## config.mk

```make
export PLATFORM = sky130hd
export DESIGN_NAME = fetch_stage
export DESIGN_NICKNAME = d
export VERILOG_FILES = /design/src/hdl/cpu_pkg.sv /design/src/hdl/fetch_stage.sv
export VERILOG_INCLUDE_DIRS = /design/src /design/src/hdl
export SDC_FILE = /design/constraint.sdc
export NUM_CORES = 2
export LEC_CHECK = 0
export BUFFER_PORTS_ARGS = -buffer_cell sky130_fd_sc_hd__buf_2
export CORE_MARGIN = 2
export CORE_UTILIZATION = 45
export CTS_BUF_LIST = sky130_fd_sc_hd__clkbuf_4
export CTS_CLUSTER_DIAMETER = 120
export DETAILED_ROUTE_END_ITERATION = 8
export PLACE_DENSITY_LB_ADDON = 0.12
export SLEW_MARGIN = 20
export SYNTH_ARGS = -nofsm -noshare
export SYNTH_HDL_FRONTEND = slang
export SYNTH_SLANG_ARGS = --single-unit
```

## constraint.sdc

```tcl
create_clock -name clk -period 3 [get_ports clk]
set_clock_uncertainty 0.15 [all_clocks]
set_input_delay 0.3 -clock clk [delete_from_list [all_inputs] [get_ports clk]]
set_output_delay 0.3 -clock clk [all_outputs]
set_load 0.01 [all_outputs]
```

## src/hdl/cpu_config.svh

```systemverilog
////////////////////////////////////////////////////////////
// Core sizing macros. IMEM depth must cover the 8-bit PC
// and DMEM depth must match the 6-bit immediate address
////////////////////////////////////////////////////////////
`ifndef CPU_CONFIG_SVH
`define CPU_CONFIG_SVH

// Width of a data word and of every register
`define CPU_DATA_W 8

// Architectural register count, indexed by a 3-bit field
`define CPU_NUM_REGS 8

// Instruction words reachable by the PC
`define CPU_IMEM_DEPTH 256

// Data words reachable by LD/ST immediates
`define CPU_DMEM_DEPTH 64

`endif

```

## src/hdl/cpu_pkg.sv

```systemverilog
////////////////////////////////////////////////////////////
// Shared types. Instruction is {op[15:12], rd, rs, imm6}
////////////////////////////////////////////////////////////
`include "cpu_config.svh"

package cpu_pkg;

    typedef logic [`CPU_DATA_W-1:0] word_t;
    typedef logic [7:0]             pc_t;
    typedef logic [15:0]            instr_t;
    typedef logic [2:0]             reg_idx_t;
    typedef logic [5:0]             imm_t;    // Zero-extended on use

    typedef enum logic [3:0] {
        OP_NOP  = 4'd0,
        OP_ADD  = 4'd1,
        OP_SUB  = 4'd2,
        OP_AND  = 4'd3,
        OP_OR   = 4'd4,
        OP_XOR  = 4'd5,
        OP_ADDI = 4'd6,
        OP_LDI  = 4'd7,
        OP_LD   = 4'd8,
        OP_ST   = 4'd9,
        OP_JMP  = 4'd10,
        OP_JZ   = 4'd11,
        OP_JNZ  = 4'd12,
        OP_HALT = 4'd15
    } opcode_e;

    typedef struct packed {
        logic     en;
        pc_t      addr;
        instr_t   data;
    } imem_wr_t;

    typedef struct packed {
        logic     valid;
        pc_t      pc;
        instr_t   instr;
    } if_id_t;

    typedef struct packed {
        logic     valid;
        opcode_e  op;
        reg_idx_t rd;
        reg_idx_t rs;
        word_t    rd_val;
        word_t    rs_val;
        imm_t     imm;
    } id_ex_t;

    // result doubles as store data for ST
    typedef struct packed {
        logic     valid;
        reg_idx_t rd;
        word_t    result;
        logic     is_load;
        logic     is_store;
        logic     wr_reg;
        logic     is_halt;
        imm_t     addr;
    } ex_mem_t;

    typedef struct packed {
        logic     valid;
        logic     wr_reg;
        reg_idx_t rd;
        word_t    data;
        logic     is_halt;
    } mem_wb_t;

    typedef struct packed {
        logic     valid;
        pc_t      target;
    } redirect_t;

    // Register 0 sits in the low byte
    typedef word_t [`CPU_NUM_REGS-1:0] reg_view_t;

endpackage

```

## src/hdl/fetch_stage.sv

```systemverilog
////////////////////////////////////////////////////////////
// Fetch. Load port writes IMEM only while rst is high
////////////////////////////////////////////////////////////
`include "cpu_config.svh"

module fetch_stage
    import cpu_pkg::*;
(
    input  logic      clk,
    input  logic      rst,
    input  imem_wr_t  imem_wr,
    input  logic      stall,
    input  logic      halt_seen,
    input  redirect_t redirect,
    output if_id_t    if_id,
    output pc_t       pc
);

    instr_t imem [`CPU_IMEM_DEPTH];

    // Program load, core held in reset meanwhile
    always_ff @(posedge clk) begin
        if (rst && imem_wr.en) begin
            imem[imem_wr.addr] <= imem_wr.data;
        end
    end

    // Redirect wins over stall and halt
    always_ff @(posedge clk) begin
        if (rst) begin
            pc          <= '0;
            if_id.valid <= 1'b0;
        end else if (redirect.valid) begin
            pc          <= redirect.target;
            if_id.valid <= 1'b0;           // Drop the wrong-path slot
        end else if (!stall && !halt_seen) begin
            pc          <= pc + 8'd1;
            if_id.valid <= 1'b1;
        end
        if (!stall && !halt_seen) begin
            if_id.pc    <= pc;
            if_id.instr <= imem[pc];       // Payload, no reset needed
        end
    end

endmodule

```

Word-level counts from Yosys, hierarchy flattened
Memory sizes are Yosys's and may differ from the RTL's. A register that Yosys moved wholly into a read port is not among the register bits.
Cells that the tools add are included.
{ "word_totals": {"ram_bits": 4096, "output_inout_bits": 33, "wordCells": 15, "in_bits": 38, "ff_bits": 17, "memories": 1} }
{ "memory_table": {"columns": ["memory", "words", "word_bits", "rd", "rd_clocked_by_memory_dff", "write_ports", "line", "rtl"], "rows": [
  ["imem", 256, 16, 1, 1, 1, "fetch_stage.sv:19", "instr_t imem [`CPU_IMEM_DEPTH];"]
]} }
{ "op_classes": {"reduce_logical": 6, "n_mux": 4, "n_addsub": 1} }
{ "ops": {"columns": ["operator", "n"], "rows": [
  ["2-to-1 mux 8 bit", 2],
  ["adder 8 x 1 -> 8 bit, second input constant", 1],
  ["logical AND 1 bit", 2],
  ["zero test 1 bit", 2],
  ["2-to-1 mux 1 bit", 2],
  ["nonzero test 2 bit", 1],
  ["OR reduction 2 bit", 1]
]} }

Longest topological paths before layout
{ "depth": {"depth_word": 4, "ltp_mapped": 14, "mapped_depth_nobuf": 7} }

Least setup slack after synthesis
No wires, ideal clock.
{ "synth_path": {"kind": "flip-flop to flip-flop", "startpoint": "register pc[0]", "endpoint": "register, netlist name if_id[2]", "path_stages_with_launch": 9, "path_buffers": 4, "setup_slack_ns": -0.036, "required_ns": 2.580, "setup_time_ns": 0.270, "period_less_slack_ns": 3.036, "arrival_time_ns": 2.616, "path_cell_list": "dfxtp_1 buf_6 buf_6 buf_4 buf_2 mux4_2 mux4_2 a311oi_1 o32ai_1"} }
{ "synth_rtl": {"columns": ["element", "line", "rtl"], "rows": [
  ["start, declared", "fetch_stage.sv:16", "output pc_t pc"],
  ["start signal, assigned", "fetch_stage.sv:34", "pc <= redirect.target;"],
  ["start signal, assigned", "fetch_stage.sv:37", "pc <= pc + 8'd1;"]
]} }

==> flow_summary_export.csv <==
group,metric,value,unit
synthesis,synth.area.top_cells,"edfxtp_1 78%, mux4_2 14%, mux2i_1 2.2%, nor2_1 0.71%, a21oi_1 0.45%",
sta,tns,-7.99,ns
grt,grt_antenna_before_repair,33,
synthesis,synth_compound_area_frac,0.0251,
floorplanning,die_area,358000,µm²
synthesis,syn-num-nets,7118,
synthesis,synth_simple_gate_area_share,0.0152,
sta,drv_slew,0,
placed_design,place_inst,12600,
clock_network,htree_levels,7,
power,p_total,122,mW
sta,tightest_slew,1.04,ns
sta,timing.final.crit_share,1.20,
synthesis,ys_top_cells_by_count,"4120 x edfxtp_1, 1001 x mux4_2, 352 x mux2i_1",
synthesis,syn_avg_cell_area,22.5,µm²
critical_path,critPathTopFamily,"buffers and inverters",
synthesis,synth-seq-area-share,0.779,
outcome,outcome,"finished with violations",
synthesis,yosys.area.top_type_share,0.777,
synthesis,ys.flop_type,"edfxtp_1",
sta,holdWs,0.200,ns
route,drt_wl_total,507,mm
grt,grt_pass1_vias,89100,
sta,fin_crit,3.61,ns
grt,use_met3,0.0658,
clock_network,cts_buffer_depth,5,
synthesis,synth_xor_area_frac,0.000385,
synthesis,muxShareOfSynthArea,0.164,
clock_network,path_clk_slew,0.06,ns
synthesis,synth_cell_types,66,
power,p_clk_frac,0.398,
critical_path,worstSetupStartpointType,"flop",
layout,final_cells,14800,
floorplanning,core_area,352000,µm²
clock_network,cts-root-buf,"clkbuf_4",
layout,final_nets,9351,
power,max-vdd-ir-drop,0.359,mV
floorplanning,initial_core_util,0.452,
power,p_leak,63.2,nW
floorplanning,rows,218,
critical_path,path_buf_inv,6,
grt,busiest_layer,"met2",
synthesis,synth_most_common_cell,"edfxtp_1",
outcome,violations,"negative setup slack",
sta,hold_violations,0,
placed_design,port_buffers,70,
clock_network,clk_latency,1.72,ns
synthesis,synth_adder_area_share,0.0000786,
grt,grt-ovfl-total,0,
floorplanning,ios,71,
route,vias_per_cell,5.94,
grt,use_met2,0.449,
power,intPower,93.5,mW
route,drt-initial-drc-count,11600,
grt,grt_max_degree,118,
critical_path,max_stage_delay,0.56,ns
power,seq_power_share,0.523,
floorplanning,die_x,599,µm
route,antenna_left,0,
sta,fmax,0.277,GHz
route,first_pass_iters,6,
clock_network,cts_buffers,1158,
critical_path,slowest_stage,"mux4_2",
critical_path,cp_max_fo,7,
layout,area_growth,22.0,%
grt,grt_usage,0.286,
critical_path,required,4.17,ns
sta,final.setup.worst_slack,-0.607,ns
placed_design,dp_hpwl,305,mm
synthesis,synth_top_family_by_area,"multiplexers",
layout,layout-drive-gt1-share,0.450,
synthesis,ys_seq_elements,4129,
route,via_count,87700,
critical_path,path_class,"reg2reg",
synthesis,async_flop_share,0,
placed_design,gp_congestion,0.850,
grt,grt.met1_usage,0.395,
sta,rsz0062_at_grt,"yes",
clock_network,cts_tree,"yes",
critical_path,end_kind,"flop",
route,wl_per_cell,34.3,µm
critical_path,path_cells,"buf_12 -> buf_16 -> buf_12 -> mux4_2 -> mux4_2 -> o21ai_2 -> buf_4 -> a21oi_1 -> buf_4 -> nor4_4 -> buf_6 -> o32ai_2",
grt,grt_pass1_wl,698,mm
synthesis,synth_largest_area_cell,"edfxtp_1",
power,p_switching,28.2,mW
synthesis,ys_warn_count,0,
hold_path,hp-class,"in2reg",
run,cap_violations,0,
floorplanning,die_h,599,µm
synthesis,syn-instance-count,7079,
power,swShare,0.232,
power,combPwrFrac,0.079,
critical_path,cp.arrival,4.78,ns
route,drc,0,
sta,setup_violations,24,
clock_network,numClockSinks,4129,
sta,relSlewSlack,0.307,
synthesis,synth_edf_count,4120,
power,cellPowerDensity,626,nW/µm²
synthesis,synth_area,159000,µm²
[through the flow]
step | area, µm² | util | setup slack [ns]
3_3_place_gp | 175000 | 0.497 | -1.14
6_report | 194000 | 0.551 | -0.607
2_1_floorplan | 159000 | - | 0.000501
5_1_grt | 194000 | 0.551 | -0.551
4_1_cts | 193000 | 0.549 | -0.647
3_5_place_dp | 175000 | 0.497 | -1.15
[sequential cells by signal (all words and copies together) (netlist names)]
signal	flops
pc	8
if_id	25
imem	4096
[logic make-up after synthesis]
group	after synthesis
compound gates	575
xor+xnor	7
fa+ha+maj	1
buf+inv	432
flops	4129
mux	1360
simple gates	575
[power by group through the flow]
| stage | Sequential (mW) | Clock, mW | Combinational, mW |
|---|---|---|---|
| global route | 63.6 | 52.7 | 9.90 |
| floorplan | 64.8 | 0 | 3.79 |
| global placement | 64.9 | 0 | 8.31 |
| detailed placement | 64.9 | 0 | 8.39 |
| CTS | 63.6 | 49.6 | 9.42 |
| finish | 63.6 | 48.4 | 9.58 |
[worst register-to-register path: stages, from the launching register on]
cell	delay, ns
dfxtp_4	0.38
buf_12	0.17
buf_16	0.21
buf_12	0.17
mux4_2	0.50
mux4_2	0.56
o21ai_2	0.23
buf_4	0.15
a21oi_1	0.06
buf_4	0.18
nor4_4	0.18
buf_6	0.23
o32ai_2	0.10
[placed cells by master, fill, tap and decap left out, types with 13 or more instances in the layout]
cell type / netlist / routed
edfxtp_1: 4120 / 4120
clkbuf_4: 0 / 1631
mux4_2: 1001 / 1001
buf_4: 47 / 920
mux2i_1: 352 / 345
buf_12: 5 / 274
nor2_2: 0 / 201
clkinv_1: 1 / 160
a21oi_1: 144 / 131
nand2_1: 146 / 129
dlygate4sd3_1: 0 / 105
nor2_1: 302 / 95
a22oi_1: 78 / 66
buf_6: 56 / 65
a221oi_1: 65 / 47
buf_16: 0 / 44
buf_2: 94 / 41
o21ai_0: 63 / 40
buf_8: 17 / 39
o221ai_1: 38 / 32
inv_2: 1 / 31
nand3_1: 39 / 25
diode_2: 0 / 24
o211ai_1: 24 / 24
o21ai_1: 16 / 22
a221oi_2: 7 / 20
o22ai_1: 24 / 20
clkinv_2: 0 / 19
nor2b_1: 23 / 17
a31oi_1: 19 / 16
o21ai_2: 0 / 15
a211oi_1: 31 / 15
nand2_2: 0 / 14
nand4_1: 13 / 13
[worst paths after layout]
kind                                          endpoint  slack [ns]  cells after the start                from
worst max-delay path               if_id[15]$_DFFE_PP_       -0.61                     12  pc[0]$_SDFFE_PP0P_
worst min-delay path            imem[196][6]$_DFFE_PP_        0.20                      4          imem_wr[6]
worst max register to register     if_id[15]$_DFFE_PP_       -0.61                     12  pc[0]$_SDFFE_PP0P_
worst min register to register     if_id[22]$_DFFE_PP_        0.39                      0  pc[6]$_SDFFE_PP0P_
[routing by layer]
layer	share of wire	vias to the layer above
li1	-	35300
met1	0.40	47100
met2	0.48	4704
met3	0.092	678
met4	0.028	2
met5	0.000026	-
[area by class of cell]
type	count	area, µm²
diodes	24	60.1
clock buffers	1631	12200
clock inverters	224	1200
fillers	27300	158000
inverters	7	37.5
multi-input cells	2518	34400
flip-flops and latches	4129	124000
well taps	4730	5920
repair buffers	1498	16400
[what timing repair did]
action | 4_1_cts | 5_1_grt
pin swaps | 69 | 48
endpoints found under the hold margin | 8225 | 0
endpoints found under the setup margin | 39 | 55
hold buffers | 124 | 0
gates cloned | 18 | 2
setup buffers | 132 | 55
gates resized for setup | 383 | 102
(Power assumes the default switching activity.)
