$ cat config.mk
export PLATFORM = sky130hd
export DESIGN_NAME = memory_stage
export DESIGN_NICKNAME = d
export VERILOG_FILES = /design/src/hdl/cpu_pkg.sv /design/src/hdl/memory_stage.sv
export VERILOG_INCLUDE_DIRS = /design/src /design/src/hdl
export SDC_FILE = /design/constraint.sdc
export NUM_CORES = 1
export LEC_CHECK = 0
export ABC_AREA = 1
export ABC_CLOCK_PERIOD_IN_PS = 3500
export BUFFER_PORTS_ARGS = -buffer_cell sky130_fd_sc_hd__buf_2
export CORE_AREA = 5 5 383 272
export CTS_BUF_LIST = sky130_fd_sc_hd__clkbuf_16
export DETAILED_ROUTE_END_ITERATION = 16
export DIE_AREA = 0 0 388 277
export SYNTH_ARGS = -nofsm -noshare
export SYNTH_HDL_FRONTEND = slang
export SYNTH_SLANG_ARGS = --single-unit
$ cat constraint.sdc
create_clock -name clk -period 3.5 [get_ports clk]
set_input_delay 1.05 -clock clk [delete_from_list [all_inputs] [get_ports clk]]
set_output_delay 1.05 -clock clk [all_outputs]
set_load 0.05 [all_outputs]
$ cat src/hdl/cpu_config.svh
////////////////////////////////////////////////////////////
// Core sizing macros. IMEM depth must cover the 8-bit PC
// and DMEM depth must match the 6-bit immediate address
////////////////////////////////////////////////////////////
`ifndef CPU_CONFIG_SVH
`define CPU_CONFIG_SVH

// Width of a data word and of every register
`define CPU_DATA_W 8

// Architectural register count, indexed by a 3-bit field
`define CPU_NUM_REGS 8

// Instruction words reachable by the PC
`define CPU_IMEM_DEPTH 256

// Data words reachable by LD/ST immediates
`define CPU_DMEM_DEPTH 64

`endif

$ cat src/hdl/cpu_pkg.sv
////////////////////////////////////////////////////////////
// Shared types. Instruction is {op[15:12], rd, rs, imm6}
////////////////////////////////////////////////////////////
`include "cpu_config.svh"

package cpu_pkg;

    typedef logic [`CPU_DATA_W-1:0] word_t;
    typedef logic [7:0]             pc_t;
    typedef logic [15:0]            instr_t;
    typedef logic [2:0]             reg_idx_t;
    typedef logic [5:0]             imm_t;    // Zero-extended on use

    typedef enum logic [3:0] {
        OP_NOP  = 4'd0,
        OP_ADD  = 4'd1,
        OP_SUB  = 4'd2,
        OP_AND  = 4'd3,
        OP_OR   = 4'd4,
        OP_XOR  = 4'd5,
        OP_ADDI = 4'd6,
        OP_LDI  = 4'd7,
        OP_LD   = 4'd8,
        OP_ST   = 4'd9,
        OP_JMP  = 4'd10,
        OP_JZ   = 4'd11,
        OP_JNZ  = 4'd12,
        OP_HALT = 4'd15
    } opcode_e;

    typedef struct packed {
        logic     en;
        pc_t      addr;
        instr_t   data;
    } imem_wr_t;

    typedef struct packed {
        logic     valid;
        pc_t      pc;
        instr_t   instr;
    } if_id_t;

    typedef struct packed {
        logic     valid;
        opcode_e  op;
        reg_idx_t rd;
        reg_idx_t rs;
        word_t    rd_val;
        word_t    rs_val;
        imm_t     imm;
    } id_ex_t;

    // result doubles as store data for ST
    typedef struct packed {
        logic     valid;
        reg_idx_t rd;
        word_t    result;
        logic     is_load;
        logic     is_store;
        logic     wr_reg;
        logic     is_halt;
        imm_t     addr;
    } ex_mem_t;

    typedef struct packed {
        logic     valid;
        logic     wr_reg;
        reg_idx_t rd;
        word_t    data;
        logic     is_halt;
    } mem_wb_t;

    typedef struct packed {
        logic     valid;
        pc_t      target;
    } redirect_t;

    // Register 0 sits in the low byte
    typedef word_t [`CPU_NUM_REGS-1:0] reg_view_t;

endpackage

$ cat src/hdl/memory_stage.sv
////////////////////////////////////////////////////////////
// Data memory and writeback register. Halt is sticky
////////////////////////////////////////////////////////////
`include "cpu_config.svh"

module memory_stage
    import cpu_pkg::*;
(
    input  logic    clk,
    input  logic    rst,
    input  ex_mem_t ex_mem,
    output mem_wb_t wb,
    output logic    halt
);

    word_t dmem [`CPU_DMEM_DEPTH];

    always_ff @(posedge clk) begin
        if (rst) begin
            for (int i = 0; i < `CPU_DMEM_DEPTH; i++) begin
                dmem[i] <= '0;
            end
        end else if (ex_mem.valid && ex_mem.is_store) begin
            dmem[ex_mem.addr] <= ex_mem.result;
        end
    end

    always_ff @(posedge clk) begin
        if (rst) begin
            wb.valid <= 1'b0;
            halt     <= 1'b0;
        end else begin
            wb.valid <= ex_mem.valid;
            if (wb.valid && wb.is_halt) begin
                halt <= 1'b1;                // Held until reset
            end
        end
        wb.wr_reg  <= ex_mem.wr_reg;
        wb.rd      <= ex_mem.rd;
        wb.data    <= ex_mem.is_load ? dmem[ex_mem.addr] : ex_mem.result;
        wb.is_halt <= ex_mem.is_halt;
    end

endmodule

Word-level counts from Yosys, hierarchy flattened:

Memory sizes are Yosys's and may differ from the RTL's.
Cells that the tools add are included.

* reductions and logical operators: 3
* mux-type cells: 9

Operators with widths (number)
* 8-bit 2-to-1 mux: 2
* 8-bit OR reduction: 1
* 1-bit 2-to-1 mux: 6
* 6-bit 2-to-1 mux: 1
* 1-bit logical AND: 2

* bits in writable memories: 512
* input port bits: 24
* flip-flop bits (word level): 15
* output and inout port bits: 15
* memories kept: 1
* logic and storage cells: 19

Memories
* dmem: words 64, bits a word 8, rd ports 1, clocked after Yosys merged registers in 0, wr ports 64, RTL line memory_stage.sv:16 `` word_t dmem [`CPU_DMEM_DEPTH]; ``

Logic depth before layout (Yosys ltp):

* word-level depth: 6
* mapped depth: 16
* depth with buffers taken out: 13

Worst setup path before layout:

No wires, ideal clock.

* path kind: input to register
* start: input ex_mem[0] in the netlist's numbering
* end: memory dmem[11][0] in the netlist's numbering, enable pin
* required time: 3171 ps
* setup time: 329 ps
* data arrival time: 2544 ps
* stages on the path: 7
* path slack: 627 ps
* cell sequence: buf_4 > inv_2 > buf_2 > buf_2 > nor4_4 > nand2_2 > nand2_1

RTL lines
* start: declaration: RTL line memory_stage.sv:11 `input ex_mem_t ex_mem,`
* end: declaration: RTL line memory_stage.sv:16

Final worst setup path:

* start: input ex_mem[0] in the netlist's numbering
* end: register wb[7] in the netlist's numbering

* cells in the longest elaborated chain, start to end: 2

RTL lines
* memory read 64 x 8 bit
* 8-bit 2-to-1 mux: RTL line memory_stage.sv:40 `wb.data <= ex_mem.is_load ? dmem[ex_mem.addr] : ex_mem.result;`
* end: declaration: RTL line memory_stage.sv:12 `output mem_wb_t wb,`

No other way between the ends.
A chain may end at the register's enable or synchronous reset.

==> tab_implementation.tex <==
\begin{tabular}{lr}
\hline
Metric & Value \\
\hline
\multicolumn{2}{l}{\textbf{Setup path}} \\
Reg2Reg Depth & 11 \\
Worst EP arrival & 3.43 ns \\
Setup CP Type & in2reg \\
Worst Path Required & 4.02 ns \\
Worst Setup End Kind & register \\
Critical path peak fanout & 28 \\
Crit path launch type & primary input \\
\multicolumn{2}{l}{\textbf{Routing}} \\
Number of iterations in the first detailed-routing pass & 6 \\
DR vias/cell & 4.48 \\
DR iter-0 viols & 2,132 \\
Total length of routed wires & 74,300 um \\
Antenna-violating nets left & 0 \\
Total DRC errors in the routed layout & 0 \\
Mean routed wirelength per cell & 17.4 um \\
Overall via count from detail\_route & 19,133 \\
\multicolumn{2}{l}{\textbf{Die}} \\
DIE AREA & 107,000 um2 \\
FP Rows & 98 \\
Area of the placeable core & 101,000 um2 \\
Floorplan die width & 388 um \\
Die height & 277 um \\
Number of ports placed on the die boundary & 39 \\
Initial standard-cell utilization of the core & 0.246 \\
\multicolumn{2}{l}{\textbf{Yosys}} \\
Instance count of the mapped netlist & 2,865 \\
Average cell area after synthesis & 8.65 um2 \\
Sequential cell area fraction in the yosys report & 0.633 \\
Largest family of logic cells by synthesized area & simple AND/OR/NAND/NOR gates \\
Synth warn & 0 \\
Count of state elements after synthesis & 527 \\
Area fraction in and, or, nand and nor cells after synthesis & 0.328 \\
Post-synthesis cell area & 24,800 um2 \\
Cell variety after synth & 23 \\
Synth Area in Compound Gates & 0.00374 \\
Adder-Cell Fraction of Synth Area & 0 \\
Mux contribution to synthesized area & 0 \\
Post-Syn Nets & 2,889 \\
Fraction of synthesized cell area in xor and xnor cells & 0 \\
\multicolumn{2}{l}{\textbf{Place}} \\
Placer congestion estimate & 0.855 \\
Post-Place Cell Area & 26,900 um2 \\
Port bufs & 38 \\
HPWL reported at the end of detailed placement & 48,100 um \\
\multicolumn{2}{l}{\textbf{Power}} \\
Power share of the clock group & 0.399 \\
Leakage Power & 12.4 nW \\
Switching share of power & 0.257 \\
Proportion of power drawn by combinational gates & 0.092 \\
Net switching component of the power & 3.71 mW \\
Areal power density over the cells & 504 nW/um2 \\
Worst vdd rail ir drop & 0.320 mV \\
Flop pwr share & 0.508 \\
Internal power & 10.7 mW \\
\multicolumn{2}{l}{\textbf{Global route}} \\
Via count of the first global-routing pass & 17,810 \\
Gr usage total & 0.134 \\
Residual overflow from global routing & 0 \\
Global-route wire length before repair & 112,000 um \\
Largest net degree at the start of global routing & 84 \\
Initial antenna violation count & 2 \\
\multicolumn{2}{l}{\textbf{STA}} \\
Max Freq & 344 MHz \\
Final cycle utilization of the critical path & 0.829 \\
Hold Worst Slack & 0.464 ns \\
Number of pins with negative max-slew slack in the final report & 0 \\
Total of endpoints with negative setup slack in the final report & 0 \\
Worst-case clock skew & 0.0142 ns \\
Worst slew margin relative to its limit & 0.458 \\
Transition time at the pin with the least slew margin & 0.812 ns \\
RSZ-0062 raised after global routing & false \\
Number of failing hold endpoints at the final stage & 0 \\
Post-layout minimum cycle time & 2.90 ns \\
\multicolumn{2}{l}{\textbf{CTS}} \\
TritonCTS clock tree & yes \\
Num CTS Buffers & 54 \\
Worst-Skew Late Latency & 0.63 ns \\
Clock input transition at the sequential cells of the worst setup and hold paths & 0.06 ns \\
Clock tree buffer depth & 3 \\
PostCTS Resize Cnt & 0 \\
Clk sinks & 527 \\
Post-CTS setup-driven buffer insertion count & 0 \\
Maximum level of the CTS H-tree & 2 \\
Cell chosen for the clock root & sky130\_fd\_sc\_hd\_\_clkbuf\_16 \\
Hold buffer count at cts & 0 \\
\multicolumn{2}{l}{\textbf{Cells and area}} \\
Post-synthesis to final-layout area growth & 15.5\% \\
Post-route cell area & 28,600 um2 \\
Commonest non-fill, non-tap cells in the layout & sky130\_fd\_sc\_hd\_\_nand2\_1, sky130\_fd\_sc\_hd\_\_nor2\_1, sky130\_fd\_sc\_hd\_\_edfxtp\_1 \\
\# nets final & 2,898 \\
Share of cells above drive strength 1 & 0.0921 \\
Most common cell after layout, fill and taps aside & sky130\_fd\_sc\_hd\_\_nand2\_1 \\
\multicolumn{2}{l}{\textbf{Min path}} \\
Class of the tightest hold or removal check & reg2reg \\
Worst hold stages & 2 \\
\multicolumn{2}{l}{\textbf{Run}} \\
MaxCap Viol Count & 0 \\
\multicolumn{2}{l}{\textbf{Run status}} \\
Result of the run & finished clean \\
\hline
\end{tabular}
==> per-stage QoR <==
step / setup WS [ns] / setup TNS (ns) / std cells / total power, mW / util
after floorplan: 0.627 / 0 / 2865 / 8.26 / -
after global placement: -0.0346 / -0.0346 / 4168 / 8.78 / 0.267
after detailed placement: 0.0521 / 0 / 4168 / 8.78 / 0.267
after CTS: 0.708 / 0 / 4270 / 14.5 / 0.284
after global routing: 0.510 / 0 / 4270 / 15.0 / 0.284
final: 0.597 / 0 / 4272 / 14.4 / 0.284
==> cell usage after synthesis (all sizes together) <==
cell type,n,area [um2]
nor2,543,2040
o211ai,4,30.0
buf,45,213
a21boi,1,7.51
nand2,1508,5760
clkinv,1,3.75
o21ai,6,30.0
nor3,12,80.1
clkbuf,127,477
nand3,24,120
inv,53,199
or2,3,18.8
edfxtp,512,15400
nor4,6,104
dfxtp,15,300
a21oi,5,25.0
==> logic make-up (layout without fill, tap and decap cells) <==
logic type | Yosys count | after routing
other | 0 | 2
and+or+nand+nor | 2096 | 2096
DFF | 527 | 527
AOI/OAI and AO/OA | 16 | 16
buffers and inverters | 226 | 281
==> sequential cells by signal, indices dropped and copies added (netlist names) <==
register	cells
wb	14
halt	1
dmem	512
==> power groups by stage <==
stage,Sequential (mW),Combinational (mW),Clock [mW]
detailed placement,7.47,1.31,0
CTS,7.34,1.32,5.86
floorplan,7.48,0.783,0
global placement,7.47,1.31,0
finish,7.34,1.33,5.76
global route,7.36,1.46,6.13
==> worst paths after layout <==
kind	start	endpoint	slack, ns
max reg2reg	dmem[46][6]$_SDFFCE_PN0P_	wb[7]$_DFF_P_	1.22
min reg2reg	halt$_SDFFE_PP0P_	halt$_SDFFE_PP0P_	0.46
max	ex_mem[0]	wb[7]$_DFF_P_	0.60
min	halt$_SDFFE_PP0P_	halt$_SDFFE_PP0P_	0.46
==> metal layers <==
layer	vias to the layer above	GRT usage	share of wire
met5	-	0	0
met4	0	0.0293	0.018
met3	97	0.0466	0.12
met2	831	0.178	0.39
met1	9128	0.206	0.47
li1	9077	-	-
==> worst max-delay path, stage by stage <==
cell and delay (ns):
sky130_fd_sc_hd__clkbuf_8 0.23, sky130_fd_sc_hd__buf_4 0.27, sky130_fd_sc_hd__nor2_1 0.32, sky130_fd_sc_hd__nor2_1 0.11
sky130_fd_sc_hd__o21ai_0 0.09, sky130_fd_sc_hd__nand2_1 0.10, sky130_fd_sc_hd__o21ai_0 0.33, sky130_fd_sc_hd__buf_4 0.22
sky130_fd_sc_hd__nand2_1 0.05, sky130_fd_sc_hd__nor2_1 0.36, sky130_fd_sc_hd__nand3_1 0.14, sky130_fd_sc_hd__nand2_1 0.09
sky130_fd_sc_hd__inv_1 0.04
==> cell type report <==
type | count | area, um2
Sequential cell | 527 | 15700
Tap cell | 1350 | 1690
Multi-Input combinational cell | 2112 | 8230
Inverter | 54 | 213
Antenna cell | 2 | 5.00
Fill cell | 10633 | 72100
Timing Repair Buffer | 125 | 1070
Clock buffer | 55 | 1380
Clock inverter | 47 | 354
(Power assumes the default switching activity.)
