**src/hdl/cpu_config.svh**
```systemverilog
////////////////////////////////////////////////////////////
// Core sizing macros. IMEM depth must cover the 8-bit PC
// and DMEM depth must match the 6-bit immediate address
////////////////////////////////////////////////////////////
`ifndef CPU_CONFIG_SVH
`define CPU_CONFIG_SVH

// Width of a data word and of every register
`define CPU_DATA_W 8

// Architectural register count, indexed by a 3-bit field
`define CPU_NUM_REGS 8

// Instruction words reachable by the PC
`define CPU_IMEM_DEPTH 256

// Data words reachable by LD/ST immediates
`define CPU_DMEM_DEPTH 64

`endif

```
**src/hdl/cpu_pkg.sv**
```systemverilog
////////////////////////////////////////////////////////////
// Shared types. Instruction is {op[15:12], rd, rs, imm6}
////////////////////////////////////////////////////////////
`include "cpu_config.svh"

package cpu_pkg;

    typedef logic [`CPU_DATA_W-1:0] word_t;
    typedef logic [7:0]             pc_t;
    typedef logic [15:0]            instr_t;
    typedef logic [2:0]             reg_idx_t;
    typedef logic [5:0]             imm_t;    // Zero-extended on use

    typedef enum logic [3:0] {
        OP_NOP  = 4'd0,
        OP_ADD  = 4'd1,
        OP_SUB  = 4'd2,
        OP_AND  = 4'd3,
        OP_OR   = 4'd4,
        OP_XOR  = 4'd5,
        OP_ADDI = 4'd6,
        OP_LDI  = 4'd7,
        OP_LD   = 4'd8,
        OP_ST   = 4'd9,
        OP_JMP  = 4'd10,
        OP_JZ   = 4'd11,
        OP_JNZ  = 4'd12,
        OP_HALT = 4'd15
    } opcode_e;

    typedef struct packed {
        logic     en;
        pc_t      addr;
        instr_t   data;
    } imem_wr_t;

    typedef struct packed {
        logic     valid;
        pc_t      pc;
        instr_t   instr;
    } if_id_t;

    typedef struct packed {
        logic     valid;
        opcode_e  op;
        reg_idx_t rd;
        reg_idx_t rs;
        word_t    rd_val;
        word_t    rs_val;
        imm_t     imm;
    } id_ex_t;

    // result doubles as store data for ST
    typedef struct packed {
        logic     valid;
        reg_idx_t rd;
        word_t    result;
        logic     is_load;
        logic     is_store;
        logic     wr_reg;
        logic     is_halt;
        imm_t     addr;
    } ex_mem_t;

    typedef struct packed {
        logic     valid;
        logic     wr_reg;
        reg_idx_t rd;
        word_t    data;
        logic     is_halt;
    } mem_wb_t;

    typedef struct packed {
        logic     valid;
        pc_t      target;
    } redirect_t;

    // Register 0 sits in the low byte
    typedef word_t [`CPU_NUM_REGS-1:0] reg_view_t;

endpackage

```
**src/hdl/decode_stage.sv**
```systemverilog
////////////////////////////////////////////////////////////
// Decode and register file. Writeback is visible to a read
// in the same cycle through bypass
////////////////////////////////////////////////////////////
`include "cpu_config.svh"

module decode_stage
    import cpu_pkg::*;
(
    input  logic      clk,
    input  logic      rst,
    input  if_id_t    if_id,
    input  redirect_t redirect,
    input  mem_wb_t   wb,
    output id_ex_t    id_ex,
    output logic      stall,
    output logic      halt_seen,
    output reg_view_t regs
);

    word_t    rf [`CPU_NUM_REGS];
    opcode_e  op;
    reg_idx_t rd;
    reg_idx_t rs;
    imm_t     imm;
    word_t    rd_val;
    word_t    rs_val;
    logic     rd_used;
    logic     rs_used;
    logic     wb_wr;

    assign op  = opcode_e'(if_id.instr[15:12]);
    assign rd  = if_id.instr[11:9];
    assign rs  = if_id.instr[8:6];
    assign imm = if_id.instr[5:0];

    // Source usage per opcode, so only real dependencies stall
    assign rd_used = op inside {OP_ADD, OP_SUB, OP_AND, OP_OR, OP_XOR,
                                OP_ADDI, OP_ST, OP_JZ, OP_JNZ};
    assign rs_used = op inside {OP_ADD, OP_SUB, OP_AND, OP_OR, OP_XOR};

    assign wb_wr  = wb.valid && wb.wr_reg;
    assign rd_val = (wb_wr && wb.rd == rd) ? wb.data : rf[rd];
    assign rs_val = (wb_wr && wb.rd == rs) ? wb.data : rf[rs];

    // Load in execute feeding the instruction in decode
    assign stall = if_id.valid && id_ex.valid && id_ex.op == OP_LD &&
                   ((rd_used && id_ex.rd == rd) || (rs_used && id_ex.rd == rs));

    assign halt_seen = if_id.valid && op == OP_HALT;

    always_ff @(posedge clk) begin
        if (rst) begin
            for (int i = 0; i < `CPU_NUM_REGS; i++) begin
                rf[i] <= '0;
            end
        end else if (wb_wr) begin
            rf[wb.rd] <= wb.data;
        end
    end

    always_comb begin
        for (int i = 0; i < `CPU_NUM_REGS; i++) begin
            regs[i] = rf[i];
        end
    end

    // Bubble on stall or redirect, only valid is cleared
    always_ff @(posedge clk) begin
        if (rst) begin
            id_ex.valid <= 1'b0;
        end else begin
            id_ex.valid <= if_id.valid && !stall && !redirect.valid;
        end
        id_ex.op     <= op;
        id_ex.rd     <= rd;
        id_ex.rs     <= rs;
        id_ex.rd_val <= rd_val;
        id_ex.rs_val <= rs_val;
        id_ex.imm    <= imm;
    end

endmodule

```
**config.mk**
```make
export PLATFORM = sky130hd
export DESIGN_NAME = decode_stage
export DESIGN_NICKNAME = d
export VERILOG_FILES = /design/src/hdl/cpu_pkg.sv /design/src/hdl/decode_stage.sv
export VERILOG_INCLUDE_DIRS = /design/src /design/src/hdl
export SDC_FILE = /design/constraint.sdc
export NUM_CORES = 1
export LEC_CHECK = 0
export BUFFER_PORTS_ARGS = -buffer_cell sky130_fd_sc_hd__buf_2
export CAP_MARGIN = 10
export CORE_UTILIZATION = 55
export DETAILED_ROUTE_END_ITERATION = 6
export GPL_ROUTABILITY_DRIVEN = 0
export GPL_TIMING_DRIVEN = 0
export PLACE_DENSITY = 0.86
export SETUP_SLACK_MARGIN = 0.2
export SYNTH_ARGS = -nofsm -noshare
export SYNTH_HDL_FRONTEND = slang
export SYNTH_SLANG_ARGS = --single-unit
```
**constraint.sdc**
```tcl
create_clock -name clk -period 3.48 [get_ports clk]
set_input_delay 0.348 -clock clk [delete_from_list [all_inputs] [get_ports clk]]
set_output_delay 0.348 -clock clk [all_outputs]
set_load 0.01 [all_outputs]
```
After elaboration in Yosys (flattened, before gate mapping)
Memory sizes are Yosys's and may differ from the RTL's.
Cells that the tools add are included.
{ "word_totals": {"regBits": 33, "mem_bits_rw": 64, "mem_count": 1} }
{ "memory_table": {"columns": ["name", "depth", "word_bits", "read_ports", "rd_ports_with_merged_regs", "wr", "line_no", "rtl"], "rows": [
  ["rf", 8, 8, 10, 0, 8, "decode_stage.sv:21", "word_t rf [`CPU_NUM_REGS];"]
]} }
{ "op_classes": {"n_mux": 10, "eq_ne": 15, "n_reduce_logical": 17} }
{ "ops": {"columns": ["cell", "n"], "rows": [
  ["2-to-1 mux 8 bit", 3],
  ["equality test 4 bit, second input constant", 5],
  ["equality test 3 bit", 4],
  ["equality test 4 x 3 -> 1 bit, second input constant", 3],
  ["logical AND 1 bit", 11],
  ["nonzero test 9 bit", 1],
  ["equality test 4 x 2 -> 1 bit, second input constant", 2],
  ["OR reduction 8 bit", 1],
  ["2-to-1 mux 1 bit", 6],
  ["nonzero test 5 bit", 1],
  ["equality test 4 x 1 -> 1 bit, second input constant", 1],
  ["2-to-1 mux 3 bit", 1],
  ["logical NOT 1 bit", 2],
  ["logical OR 1 bit", 1]
]} }

Longest topological paths before layout
Gate-level depths: netlist (run 1).
{ "depth": {"ltp_word": 8, "ltp_mapped": 6, "mapped_depth_nobuf": 4} }

Worst setup path after synthesis (run 1)
Ideal clock, no wire load.
{ "synth_timing": {"path_kind": "input -> output", "start": "input if_id[6] (netlist bit)", "end": "output stall", "arrival_ps": 1328, "path_slack_ps": 1804, "cell_stages": 6, "t_required_ps": 3132, "path_cell_list": "buf_6 > buf_12 > xnor2_1 > nand3_1 > or2_2 > a21oi_1"} }
{ "synth_via": {"elab_chain_cells": 4} }
{ "synth_rtl": {"columns": ["item", "line_no", "rtl"], "rows": [
  ["start, declared", "decode_stage.sv:12", "input if_id_t if_id,"],
  ["equality test 3 bit", "decode_stage.sv:48", "((rd_used && id_ex.rd == rd) || (rs_used && id_ex.rd == rs));"],
  ["logical AND 1 bit", "decode_stage.sv:48", null],
  ["logical OR 1 bit", "decode_stage.sv:48", null],
  ["logical AND 1 bit", "decode_stage.sv:47", "assign stall = if_id.valid && id_ex.valid && id_ex.op == OP_LD &&"],
  ["end, declared", "decode_stage.sv:16", "output logic stall,"]
]} }
No other way between the ends.

==> reports/metrics.yaml, run 1 <==
status:
  status: "finished, final reports clean"
critical_path:
  r2r_setup_slack_ns: 1.86
  worstPathArrival_ns: 2.03
  cp_slowest_cell: "nor3_2"
  crit_family: "simple AND/OR/NAND/NOR gates"
  rr_worst_depth: 3
  cp_max_fo: 10
  crit_type: "input pin to register"
  critPathBufInv: 2
  r2r_end: "id_ex[10]$_DFF_P_"
  cp.required_ns: 3.54
  cp-end-kind: "register"
  r2r-start: "rf[5][4]$_SDFFCE_PN0P_"
  start_kind: "input pin"
  slowest_delay_ns: 0.50
  crit_chain: "buf_2, clkbuf_1, nand4b_1, nor3_2, or2_2"
timing:
  hold_violations: 0
  finalSetupViolCount: 0
  finalCritPeriodShare_pct: 56.5
  slew_viol_final: 0
  rsz0062_at_grt: "false"
  tns_ns: 0
  fin_crit_ns: 1.97
  fin_skew_ns: 0.0118
  clock.fmax_mhz: 509
  worst_pin_slew_ns: 0.548
  relSlewSlack_pct: 63.5
placement:
  dpl.hpwl_um: 8750
  port_buffers: 129
  place_area_um2: 5400
floorplan:
  die_width_um: 93.6
  die_h_um: 93.6
  die_area_um2: 8770
  core_um2: 8180
  io_pins: 149
  rows: 33
  initial_core_util_pct: 56.5
logic_synthesis:
  ys_seq_elements: 97
  syn-cell-area_um2: 4620
  netlist-cell-type-count: 35
  synthCells: 310
  synth_warnings: 0
  ys_seq_area_share_pct: 55.9
  syn_area_per_cell_um2: 14.9
  syn_nets: 360
clock_tree:
  cts_resized: 0
  insertion_delay_ns: 0.37
  post_cts_buffers: 0
  cts_tree: "done"
  cts_max_level: 3
  ctsHoldBuffers: 0
  cts_buffers: 9
  cts_buffer_depth: 2
  clock_sinks: 97
  root_buffer: "clkbuf_8"
  clk_pin_slew_ns: 0.11
drt:
  drc: 0
  vias: 3311
  firstDrtPassIters: 5
  postRouteAntennaNets: 0
  drtIter0Drc: 318
  via_per_inst: 5.91
  wl_um: 11700
  wire_per_inst_um: 20.9
power_and_ir_drop:
  powerDensity_nw_per_um2: 442
  switching_share_pct: 27.8
  clockPowerShare_pct: 29.3
  p_leak_nw: 2.31
  internal_power_mw: 1.79
  comb_power_share_pct: 15.6
  p_seq_share_pct: 55.1
  ir_worst_vdd_v: 0.000291
  p_sw_mw: 0.686
final_layout:
  n_antenna_cell: 0
  area_growth_pct: 21.1
  nFillCells: 579
  drive_above_1_share_pct: 42.0
  finalNetCount: 500
  fin_area_um2: 5590
  utilization_pct: 68.4
min_path:
  min_from: "if_id[1]"
  worst_hold_path.num_cells: 1
  hold_class: "input pin to register"
  hold_path_end: "id_ex[1]$_DFF_P_"
flow_run:
  cap_violations: 0
global_route:
  grt_usage_pct: 28.0
  grt_overflow_total: 0
  grt_max_degree: 19
  grt_pass1_vias: 3202
  antenna_found_initial: 0
  grt_pass1_wl_um: 17300
[layout by cell type (no fill, tap or decap), types with 2 or more instances in the layout]
cell and instances:
xor2_1 8, dfxtp_1 33, buf_2 132, nor3_2 2
nand3_1 3, nor4_4 2, buf_12 2, or2_2 9
o21ai_0 12, mux4_2 17, and2_1 64, inv_8 3
o211ai_1 2, xnor2_1 3, nor2_1 7, edfxtp_1 64
nand2b_1 2, buf_6 7, o21ai_1 4, clkbuf_8 11
mux2i_1 17, mux4_1 15, a21oi_1 2, nand2_1 19
[how the worst max path moves through the flow]
stage / startpoint / endpoint / slack, ns / cells after the start
6_report: rst / rf[1][4]$_SDFFCE_PN0P_ / 1.51 / 5
5_1_grt: if_id[6] / stall / 1.43 / 8
3_3_place_gp: rst / rf[1][6]$_SDFFCE_PN0P_ / 1.25 / 5
3_5_place_dp: rst / rf[1][7]$_SDFFCE_PN0P_ / 1.18 / 5
2_1_floorplan: if_id[6] / stall / 1.80 / 6
4_1_cts: if_id[6] / stall / 1.52 / 8
[flip-flops by register name, indices dropped and copies added, names as in the netlist]
| register | flops |
|---|---|
| rf | 64 |
| id_ex | 33 |
[power groups by stage]
stage | registers, mW | clock network (mW) | logic, mW
detailed placement | 1.39 | 0 | 0.382
finish | 1.36 | 0.725 | 0.386
global route | 1.37 | 0.776 | 0.407
global placement | 1.38 | 0 | 0.373
floorplan | 1.41 | 0 | 0.175
CTS | 1.36 | 0.726 | 0.384
[per-stage QoR]
stage / std cells / hold slack, ns / power (mW) / setup slack, ns
detailed placement: 544 / 0.453 / 1.77 / 1.18
finish: 560 / 0.0665 / 2.47 / 1.51
global placement: 544 / 0.450 / 1.75 / 1.25
global route: 560 / 0.0470 / 2.55 / 1.43
floorplan: 310 / 0.376 / 1.59 / 1.80
CTS: 560 / 0.0587 / 2.47 / 1.52
[area by class of cell]
cell class / instances / area (um2) / area share, %
clock inverter: 6 / 58.8 / 1.05
clock buffer: 10 / 138 / 2.46
sequential: 97 / 2580 / 46.2
multi-input combinational: 197 / 1870 / 33.5
buffer: 15 / 159 / 2.84
tap: 105 / 131 / 2.35
timing repair buffer: 129 / 646 / 11.5
inverter: 1 / 3.75 / 0.0671
[per-layer routing]
layer	vias up	GRT usage [%]	wire, um
li1	1447	-	-
met4	0	16.5	553
met2	211	44.0	5810
met3	43	5.61	1020
met1	1610	36.1	4340
met5	-	0	0
[cells in the mapped netlist]
cell type,instances,area [um2]
mux4_2,17,383
o31ai_1,1,7.51
and2_1,64,400
nor2_1,7,26.3
xor2_1,8,70.1
buf_12,2,40.0
o21ai_0,12,60.1
o211ai_1,2,15.0
inv_1,1,3.75
nor4_4,2,42.5
a21oi_1,2,10.0
nand4b_1,1,8.76
mux4_1,15,394
or3_1,1,6.26
or2_2,9,56.3
buf_6,7,78.8
nand3_1,3,15.0
buf_4,1,7.51
xor2_2,1,16.3
nor4b_1,1,8.76
clkbuf_1,1,3.75
xnor2_1,3,26.3
nand2b_1,2,12.5
o211a_1,1,10.0
edfxtp_1,64,1920
nor3_2,2,20.0
nand2_1,19,71.3
nor3_1,1,5.00
buf_2,3,15.0
mux2i_1,17,170
clkbuf_8,1,13.8
or3_4,1,11.3
o21ai_1,4,20.0
nor3b_1,1,7.51
dfxtp_1,33,661
[cells by family (layout without fill, tap and decap cells)]
| kind of cell | after synthesis | count (layout) | synth area share (%) |
|---|---|---|---|
| mux | 49 | 49 | 20.5 |
| xor+xnor | 12 | 12 | 2.44 |
| flops | 97 | 97 | 55.9 |
| buf+inv | 16 | 161 | 3.52 |
| simple gates | 114 | 114 | 15.0 |
| compound gates | 22 | 22 | 2.65 |
Note: power is estimated with default switching activity, not from simulation.
==> run 2: changes to the inputs <==
CORE_UTILIZATION = 46   (was 55)
PLACE_DENSITY = 0.76   (was 0.86)
clock period = 1.55 ns   (was 3.48 ns; I/O delays follow)
==> run 2 against run 1 <==
Against the previous run: the flow now finishes with violations (negative setup slack); total power increased by 150%; core utilization decreased by 4.7 points; global-route usage decreased by 2.8 points; worst hold slack got worse by 0.0059 ns; highest routed layer unchanged; sequential power increased by 120%; routed wire length increased by 8.8%.
==> reports/metrics.yaml, run 2 (synthesis gave the netlist of run 1 again) <==
status:
  status: "complete, but fails checks"
  violations: "negative setup slack"
floorplan:
  die_width_um: 102
  die_area_um2: 10400
  core_um2: 9770
  initial_core_util_pct: 47.3
  die_h_um: 102
  rows: 36
  io_pins: 149
final_layout:
  finalNetCount: 546
  nFillCells: 740
  fin_area_um2: 6220
  final_cell_mix: "buf_2, and2_1, edfxtp_1, mux4_2, dfxtp_1"
  biggestRegsByFlops: "rf (64), id_ex (33)"
  top_register: "rf"
  area_growth_pct: 34.7
  n_antenna_cell: 0
  drive_above_1_share_pct: 50.9
  largest_reg_flops: 64
  fin_cells: 634
  layout_commonest_cell: "buf_2"
critical_path:
  cp-end-kind: "output pin"
  crit_family: "flip-flops"
  crit_chain: "xor2_1, nor3_2, o211ai_1, a21oi_2, buf_2"
  cp_slowest_cell: "dfxtp_2"
  r2r_setup_slack_ns: 0.10
  crit_type: "register to output pin"
  slowest_delay_ns: 0.35
  r2r-start: "id_ex[30]$_DFF_P_"
  start_kind: "register"
  cp.required_ns: 1.39
  r2r_end: "id_ex[32]$_SDFF_PP0_"
  cp_max_fo: 3
  critPathBufInv: 1
  worstPathArrival_ns: 1.56
  rr_worst_depth: 5
clock_tree:
  cts_buffers: 9
  clk_pin_slew_ns: 0.09
  clock_sinks: 97
  cts_tree: "done"
  cts_buffer_depth: 2
  root_buffer: "clkbuf_8"
  insertion_delay_ns: 0.37
  cts_max_level: 3
timing:
  fin_ws_ns: -0.161
  relSlewSlack_pct: 70.3
  finalSetupViolCount: 1
  clock.fmax_mhz: 585
  rsz0062_at_grt: "true"
  worst_pin_slew_ns: 0.442
  fin_crit_ns: 1.71
  finalCritPeriodShare_pct: 110
  fin_skew_ns: 0.00827
  slew_viol_final: 0
  hold_violations: 0
drt:
  wl_um: 12700
  drtIter0Drc: 273
  wire_per_inst_um: 20.1
  drc: 0
  firstDrtPassIters: 5
  via_per_inst: 5.39
  vias: 3416
  postRouteAntennaNets: 0
power_and_ir_drop:
  powerDensity_nw_per_um2: 975
  p_leak_nw: 2.55
  power.total_mw: 6.07
  ir_worst_vdd_v: 0.000394
global_route:
  grt_overflow_total: 0
  grt_pass1_wl_um: 18300
  antenna_found_initial: 0
  grt_usage_pct: 25.1
  grt_max_degree: 16
  grt_pass1_vias: 3281
min_path:
  hold_class: "input pin to register"
  min_from: "redirect[8]"
  hold_path_end: "id_ex[32]$_SDFF_PP0_"
  worst_hold_path.num_cells: 3
placement:
  place_area_um2: 5490
  port_buffers: 129
  placed_cells: 572
  dpl.hpwl_um: 8950
  pre_cts_ws_ns: -0.353
flow_run:
  cap_violations: 0
-- run 2: power by group --
part | total [mW] | switching, mW | internal, mW | leakage, nW
clock network | 1.97 | 0.858 | 1.11 | 0.121
logic | 1.04 | 0.519 | 0.516 | 1.54
registers | 3.06 | 0.121 | 2.94 | 0.889
total | 6.07 | 1.50 | 4.57 | 2.55
-- run 2: worst register-to-register path: stages (launching register included) --
cell	delay (ns)
dfxtp_2	0.34
nor4b_4	0.29
nand3_2	0.12
buf_4	0.15
or3_4	0.32
o211a_1	0.12
-- run 2: final cells by class --
type / count / area (um2) / share of cell area [%]
tap: 133 / 166 / 2.67
clock inverter: 5 / 103 / 1.65
sequential: 97 / 2590 / 41.6
timing repair buffer: 175 / 1070 / 17.2
multi-input combinational: 197 / 1970 / 31.7
buffer: 15 / 180 / 2.90
clock buffer: 11 / 141 / 2.27
inverter: 1 / 3.75 / 0.0603
-- run 2: worst max path at each step --
stage | end | from | slack [ns] | cells past startpoint
global route | stall | id_ex[27]$_DFF_P_ | -0.27 | 5
finish | stall | id_ex[27]$_DFF_P_ | -0.16 | 5
global placement | rf[5][6]$_SDFFCE_PN0P_ | rst | -0.34 | 5
CTS | stall | id_ex[26]$_DFF_P_ | -0.12 | 5
floorplan | rf[0][0]$_SDFFCE_PN0P_ | wb[13] | 0.18 | 4
detailed placement | rf[5][6]$_SDFFCE_PN0P_ | rst | -0.35 | 5
-- run 2: through the flow --
step / hold WS [ns] / TNS [ns] / util [%]
2_1_floorplan: 0.183 / 0 / -
3_3_place_gp: 0.257 / -11.61 / 56.2
3_5_place_dp: 0.259 / -12.65 / 56.2
4_1_cts: 0.0391 / -0.124 / 62.8
5_1_grt: 0.0666 / -0.267 / 63.7
6_report: 0.0607 / -0.161 / 63.7
-- run 2: timing repair --
action                     in CTS  in global routing
pin swaps                      11                  4
gates resized for setup        30                 32
setup endpoints to repair      42                 50
buffers inserted               19                 11
hold endpoints to repair       16                  0
gates cloned                    0                  0
hold buffers                   16                  0
-- run 2: routing by layer --
| metal | track usage, % | vias to the layer above | wire length, um |
|---|---|---|---|
| met5 | 0 | - | 0 |
| met4 | 13.7 | 0 | 595 |
| met3 | 4.24 | 36 | 917 |
| met2 | 43.1 | 171 | 6490 |
| met1 | 30.3 | 1689 | 4740 |
| li1 | - | 1520 | - |
